File: config.mk
export PLATFORM = sky130hd
export DESIGN_NAME = beam_combiner
export DESIGN_NICKNAME = d
export VERILOG_FILES = /design/src/common/bf_pkg.sv /design/src/beam_combiner.sv
export SDC_FILE = /design/constraint.sdc
export NUM_CORES = 2
export LEC_CHECK = 0
export BUFFER_PORTS_ARGS = -buffer_cell sky130_fd_sc_hd__buf_2
export CORE_AREA = 2 2 496 498
export CTS_BUF_LIST = sky130_fd_sc_hd__clkbuf_2
export CTS_CLUSTER_SIZE = 40
export DETAILED_ROUTE_END_ITERATION = 8
export DIE_AREA = 0 0 498 500
export GPL_TIMING_DRIVEN = 0
export PLACE_DENSITY_LB_ADDON = 0.15
export SLEW_MARGIN = 20
export SYNTH_ARGS = -nofsm -noshare
export SYNTH_HDL_FRONTEND = slang
export SYNTH_SLANG_ARGS = --single-unit
File: constraint.sdc
create_clock -name clock -period 42.1 [get_ports clock]
set_clock_uncertainty 0.05 [all_clocks]
set_input_delay 6.315 -clock clock [delete_from_list [all_inputs] [get_ports clock]]
set_output_delay 6.315 -clock clock [all_outputs]
set_load 0.01 [all_outputs]
File: src/common/bf_pkg.sv
package bf_pkg;

    // bits in one real or one imaginary sample
    localparam int SAMPLE_WIDTH = 16;

    // bits in the real or the imaginary part of a channel weight
    // the weight is a signed fraction with seven fraction bits, so 127 is just under one
    localparam int WEIGHT_WIDTH = 8;

    // complex samples carried side by side in one beat
    localparam int SAMPLES_PER_BEAT = 8;

    // antenna channels that feed the beam
    localparam int NUM_CHANNELS = 4;

    // bits in the real or the imaginary half of one channel beat
    localparam int BEAT_WIDTH = SAMPLE_WIDTH * SAMPLES_PER_BEAT;

    // one signed sample, real or imaginary
    typedef logic signed [SAMPLE_WIDTH-1:0] sample_t;

    // one signed weight part, real or imaginary
    typedef logic signed [WEIGHT_WIDTH-1:0] weight_t;

    // one beat of one channel, real or imaginary half
    // the ports and the FIFO memory see it as a flat word, while the arithmetic picks the
    // samples out of it one by one
    // sample 0 sits in the lowest 16 bits of the word
    typedef union packed {
        logic [BEAT_WIDTH-1:0] word;
        sample_t [SAMPLES_PER_BEAT-1:0] samples;
    } beat_u;

    // the real or the imaginary half of one beat across all channels
    // channel 0 is the lowest beat in the vector
    typedef beat_u [NUM_CHANNELS-1:0] chan_beats_t;

endpackage
File: src/beam_combiner.sv
module beam_combiner (
    input  logic                clock,
    input  logic                resetn,
    input  logic                rd_valid,
    input  bf_pkg::chan_beats_t rd_real,
    input  bf_pkg::chan_beats_t rd_imag,
    input  logic                rd_last,
    output logic                rd_en,
    output logic                m_valid,
    input  logic                m_ready,
    output logic                m_last,
    output bf_pkg::beat_u       m_real,
    output bf_pkg::beat_u       m_imag
);

    // four 16-bit samples add up to at most 18 bits
    localparam int SUM_WIDTH = bf_pkg::SAMPLE_WIDTH + 2;

    // sum of one sample position over all channels, divided by four with round-half-up
    function automatic bf_pkg::sample_t combine(input bf_pkg::chan_beats_t beats, input int idx);
        logic signed [SUM_WIDTH-1:0] acc;
        logic signed [SUM_WIDTH-1:0] rounded;
        acc = '0;
        for (int c = 0; c < bf_pkg::NUM_CHANNELS; c++) begin
            acc = acc + $signed(beats[c].samples[idx]);
        end
        // adding 2 cannot wrap, the largest sum is 4 * 32767
        rounded = acc + 2;
        // the quotient always lands back inside the 16-bit range
        return bf_pkg::sample_t'(rounded >>> 2);
    endfunction

    // pop the buffer when the output register is free or is handing its beat over
    assign rd_en = rd_valid && (!m_valid || m_ready);

    always_ff @(posedge clock) begin
        if (!resetn) begin
            m_valid <= 1'b0;
        end else if (rd_en) begin
            m_valid <= 1'b1;
        end else if (m_ready) begin
            m_valid <= 1'b0;
        end
    end

    // beam data and the end-of-packet flag only change when a new beat is taken
    always_ff @(posedge clock) begin
        if (rd_en) begin
            for (int s = 0; s < bf_pkg::SAMPLES_PER_BEAT; s++) begin
                m_real.samples[s] <= combine(rd_real, s);
                m_imag.samples[s] <= combine(rd_imag, s);
            end
            m_last <= rd_last;
        end
    end

    // a stalled beat must stay put, both the strobe and everything it qualifies
    assert property (@(posedge clock) disable iff (!resetn)
        m_valid && !m_ready |=> m_valid && $stable(m_real.word) && $stable(m_imag.word)
            && $stable(m_last));

endmodule

Word level (Yosys, flattened, before mapping) --
Index checks and enable logic that the tools add are counted.
Cells by class: muxes and demuxes 2, reductions and logical operators 4, add/subtract/negate cells 64
Operator list (number):
- $add 17x16->18 | 16
- $add 18x16->18 | 16
- $add 18x3->18 const B | 16
- $add 16x16->17 | 16
- $mux 1 | 2
- $reduce_bool 2->1 | 1
- $logic_and 1x1->1 | 1
- $logic_not 1->1 | 1
- $logic_or 1x1->1 | 1
Storage, ports and cells: output and inout bits 259, word-level logic and storage cells 74, input port bits 1029, register bits after elaboration 258

Longest topological paths before layout --
depth after elaboration 4, depth in mapped cells 13, mapped depth without buffers 13

Least setup slack after synthesis --
Ideal clock, no wire load.
kind input port to output port, start point input port m_ready, end point output port rd_en, arrival time 17.772 ns, required time 35.735 ns, buffers on the path 0, path slack 17.963 ns, cell stages on the path 2, cell sequence nor2b_1 nor2b_1
Between the ends: longest elaborated chain between the ends 2
RTL lines:
- start, declared | RTL line beam_combiner.sv:10 | input logic m_ready,
- $logic_or 1x1->1 | RTL line beam_combiner.sv:34 | assign rd_en = rd_valid && (!m_valid || m_ready);
- $logic_and 1x1->1 | RTL line beam_combiner.sv:34
- end, declared | RTL line beam_combiner.sv:8 | output logic rd_en,
No other way between the ends.

Worst setup path after layout --
start point input port rd_valid, end point output port rd_en
Between the ends: longest elaborated chain between the ends 1
RTL lines:
- start, declared | RTL line beam_combiner.sv:4 | input logic rd_valid,
- $logic_and 1x1->1 | RTL line beam_combiner.sv:34
No other way between the ends.

==> impl_metrics.csv <==
group,metric,value,unit
power,p_sw,882,uW
die,initial_core_util,13.7,%
die,ios,1288,
yosys,avgSynthCellArea,9.42,um^2
clocking,clk_path_buf_depth,3,
grt,grtUsageTotal,11.1,%
final_layout,area_delta_synth_final,35.0,%
die,die_footprint,249000,um^2
detailed_routing,antenna_left,0,
clocking,cts.repair_timing.setup_buffer_count,0,
sta,setup-tns-final,0,ns
detailed_routing,routed_wire_length_per_instance,17.0,um
sta,setup_violations_final,0,
sta,final.period_utilization,34.8,%
clocking,cts_root_buffer_type,"sky130_fd_sc_hd__clkbuf_2",
power,ratio_of_total_power_to_cell_area,42.2,nW/um^2
yosys,synth.mux.area_fraction,0.0299,%
sta,final_period_minus_worst_setup_slack,14.65,ns
outcome,outcome,"finished clean",
yosys,post_synth_xor_area_fraction,5.26,%
power,power.sequential.fraction,25.1,%
yosys,compound_gate_fraction_of_synth_area,7.98,%
yosys,synth_adder_area_share,40.8,%
yosys,predominant_post_synthesis_flop_cell,"sky130_fd_sc_hd__edfxtp_1",
yosys,synth.net_count,5364,
final_layout,commonest_cells_after_routing_fill_and_taps_aside,"sky130_fd_sc_hd__inv_1 (1507), sky130_fd_sc_hd__buf_2 (1288), sky130_fd_sc_hd__fa_1 (512)",
power,proportion_of_power_drawn_by_combinational_gates,62.3,%
grt,antenna_found_initial,86,
final_layout,most_frequent_standard_cell_in_the_layout_excluding_fill_and_tap_cells,"sky130_fd_sc_hd__inv_1",
yosys,ys_warn_count,0,
yosys,synth_area,33400,um^2
yosys,synth_largest_area_cell,"sky130_fd_sc_hd__fa_1",
yosys,synth_cell_types,65,
detailed_routing,post_drt_via_cell_ratio,3.31,
power,power_leakage,24.7,nW
sta,max_freq,68.2,MHz
clocking,h-tree-depth,3,
die,dieHeight,500,um
placement,place.detailed.hpwl,129000,um
die,core_area,244000,um^2
detailed_routing,remaining_drc_errors,0,
hold_path,hold_path_class,"reg2reg",
sta,final-max-slew-violation-count,0,
job,maxCapViolCount,0,
yosys,synthArstFlopShare,0,%
placement,routabilityCongestion,0.833,
final_layout,nets,6766,
setup_path,timing.critical_path.arrival,8.29,ns
yosys,number_of_synthesized_flops_with_an_enable_pin,257,
detailed_routing,drt-initial-drc-count,867,
clocking,cts.reportedPaths.clkPinSlew,0.11,ns
power,cellInternalPower,1.03,mW
sta,slew_headroom,31.0,%
power,clkPwrFrac,12.6,%
detailed_routing,dr_total_vias,27300,
detailed_routing,pre_antenna_drt_iters,5,
power,vdd_ir_drop_max,0.0172,mV
grt,first_global_vias,29600,
clocking,cts.hold.buffers_added,0,
detailed_routing,postRouteWirelength,140000,um
yosys,synthesized_netlist_cell_count,3551,
setup_path,timing.critical_path.from_type,"input pin",
yosys,synth_top_cells_by_area,"sky130_fd_sc_hd__fa_1 (31%), sky130_fd_sc_hd__edfxtp_1 (23%), sky130_fd_sc_hd__inv_1 (17%), sky130_fd_sc_hd__ha_1 (10%), sky130_fd_sc_hd__xnor2_1 (3.4%)",
yosys,synth-simple-area-share,5.87,%
sta,worst_slew_pin_slew,1.02,ns
placement,portBuffers,1287,
grt,first_pass_grt_wire_length,198000,um
yosys,proportion_of_synthesized_chip_area_in_sequential_cells,23.1,%
power,sw_frac_of_total,46.2,%
sta,holdWs,0.631,ns
sta,final_hold_violating_endpoints,0,
clocking,cts_tree,"built",
sta,grt_setup_unrepaired,"no",
final_layout,num-fill-cells,27700,
final_layout,final_layout_size_suffix_gt1_share,29.3,%
clocking,cts_made_buffers,94,
setup_path,cp.required,35.74,ns
setup_path,cp-end-kind,"primary output",
clocking,post_cts_resized,0,
power,power,1.91,mW
setup_path,critPathKind,"in2out",
die,die_w,498,um
die,rows,182,
yosys,yosysTopAreaCellShare,30.6,%
yosys,synth_top_family_by_area,"adder cells",
grt,globalRouteOverflowTotal,0,
clocking,cts.sink_count,258,
yosys,yosys_register_bits,258,
grt,grt_start_max_net_pins,23,
clocking,clkLatencyLatePin,1.39,ns
setup_path,cp_max_fo,19,
## logic make-up after synthesis
| group | after synthesis |
|---|---|
| buffers and inverters | 1507 |
| adder cells (fa/ha/maj) | 784 |
| AO/OA/AOI/OAI | 403 |
| AND/OR/NAND/NOR | 397 |
| flip-flops | 258 |
| XOR/XNOR | 201 |
| multiplexers | 1 |
## final cells by class
class                   instances  area [um^2]  area share [%]
clock buffers                 135          676            1.50
diodes                         28         70.1           0.155
inverters                    1507         5660            12.5
repair buffers               1306         6790            15.0
multi-input cells            1786        20100            44.5
flip-flops and latches        258         7740            17.1
well taps                    3220         4030            8.92
clock inverters                26          118           0.260
## cells in the mapped netlist (8+ instances only)
master / n
sky130_fd_sc_hd__and3_1: 11
sky130_fd_sc_hd__inv_1: 1507
sky130_fd_sc_hd__xnor2_1: 131
sky130_fd_sc_hd__and3b_1: 13
sky130_fd_sc_hd__nand3_1: 24
sky130_fd_sc_hd__a31oi_1: 16
sky130_fd_sc_hd__a211oi_1: 10
sky130_fd_sc_hd__nor2_1: 149
sky130_fd_sc_hd__o21ai_0: 56
sky130_fd_sc_hd__o21bai_1: 11
sky130_fd_sc_hd__nand4_1: 15
sky130_fd_sc_hd__xor2_1: 70
sky130_fd_sc_hd__edfxtp_1: 257
sky130_fd_sc_hd__a21o_1: 57
sky130_fd_sc_hd__nand2b_1: 15
sky130_fd_sc_hd__fa_1: 512
sky130_fd_sc_hd__a21oi_1: 123
sky130_fd_sc_hd__nor2b_1: 31
sky130_fd_sc_hd__nand2_1: 47
sky130_fd_sc_hd__and2_1: 8
sky130_fd_sc_hd__ha_1: 272
sky130_fd_sc_hd__or2_2: 9
sky130_fd_sc_hd__nor3_1: 55
sky130_fd_sc_hd__o21a_1: 63
## sequential cells by signal, summed over array words and instances (netlist names)
name	count
m_imag	128
m_real	128
m_last	1
m_valid	1
## through the flow
step	std cells	setup slack (ns)	utilization (%)	instance area, um^2
after global routing	8248	27.30	18.5	45100
final	8266	27.45	18.5	45200
after global placement	8058	5.38	18.0	43900
after floorplan	3551	17.96	-	33400
after detailed placement	8077	27.38	18.1	44300
after CTS	8238	27.38	18.5	45100
## power by group through the flow
stage                     Sequential, mW  Clock [mW]  Combinational (mW)
after floorplan                    0.544           0               0.673
after global placement             0.497           0                1.23
after detailed placement           0.486           0                1.23
after CTS                          0.482       0.270                1.23
after global routing               0.490       0.276                1.35
final                              0.478       0.241                1.19
## critical path: stages
cell                      delay (ns)
sky130_fd_sc_hd__buf_2          0.12
sky130_fd_sc_hd__nor2b_4        0.43
sky130_fd_sc_hd__buf_8          0.23
sky130_fd_sc_hd__buf_12         0.19
sky130_fd_sc_hd__buf_16         0.18
sky130_fd_sc_hd__buf_16         0.18
sky130_fd_sc_hd__buf_12         0.20
sky130_fd_sc_hd__buf_16         0.19
sky130_fd_sc_hd__buf_2          0.16
## worst paths after layout
kind             from          to  slack (ns)  cells past startpoint
min reg2reg   m_valid     m_valid        0.63                      2
max          rd_valid       rd_en       27.45                      9
min           m_valid     m_valid        0.63                      2
max reg2reg   m_valid  m_imag[19]       39.37                      9
## per-layer routing
metal	vias to the layer above	wire, um	share of wire [%]	global-route usage, %
met5	-	421	0.30	0
met4	64	4220	3.0	3.91
met3	244	9750	7.0	3.41
met2	850	67800	48	18.8
met1	12800	58000	41	13.2
li1	13400	-	-	-
Power figures use the tool's default switching activity.
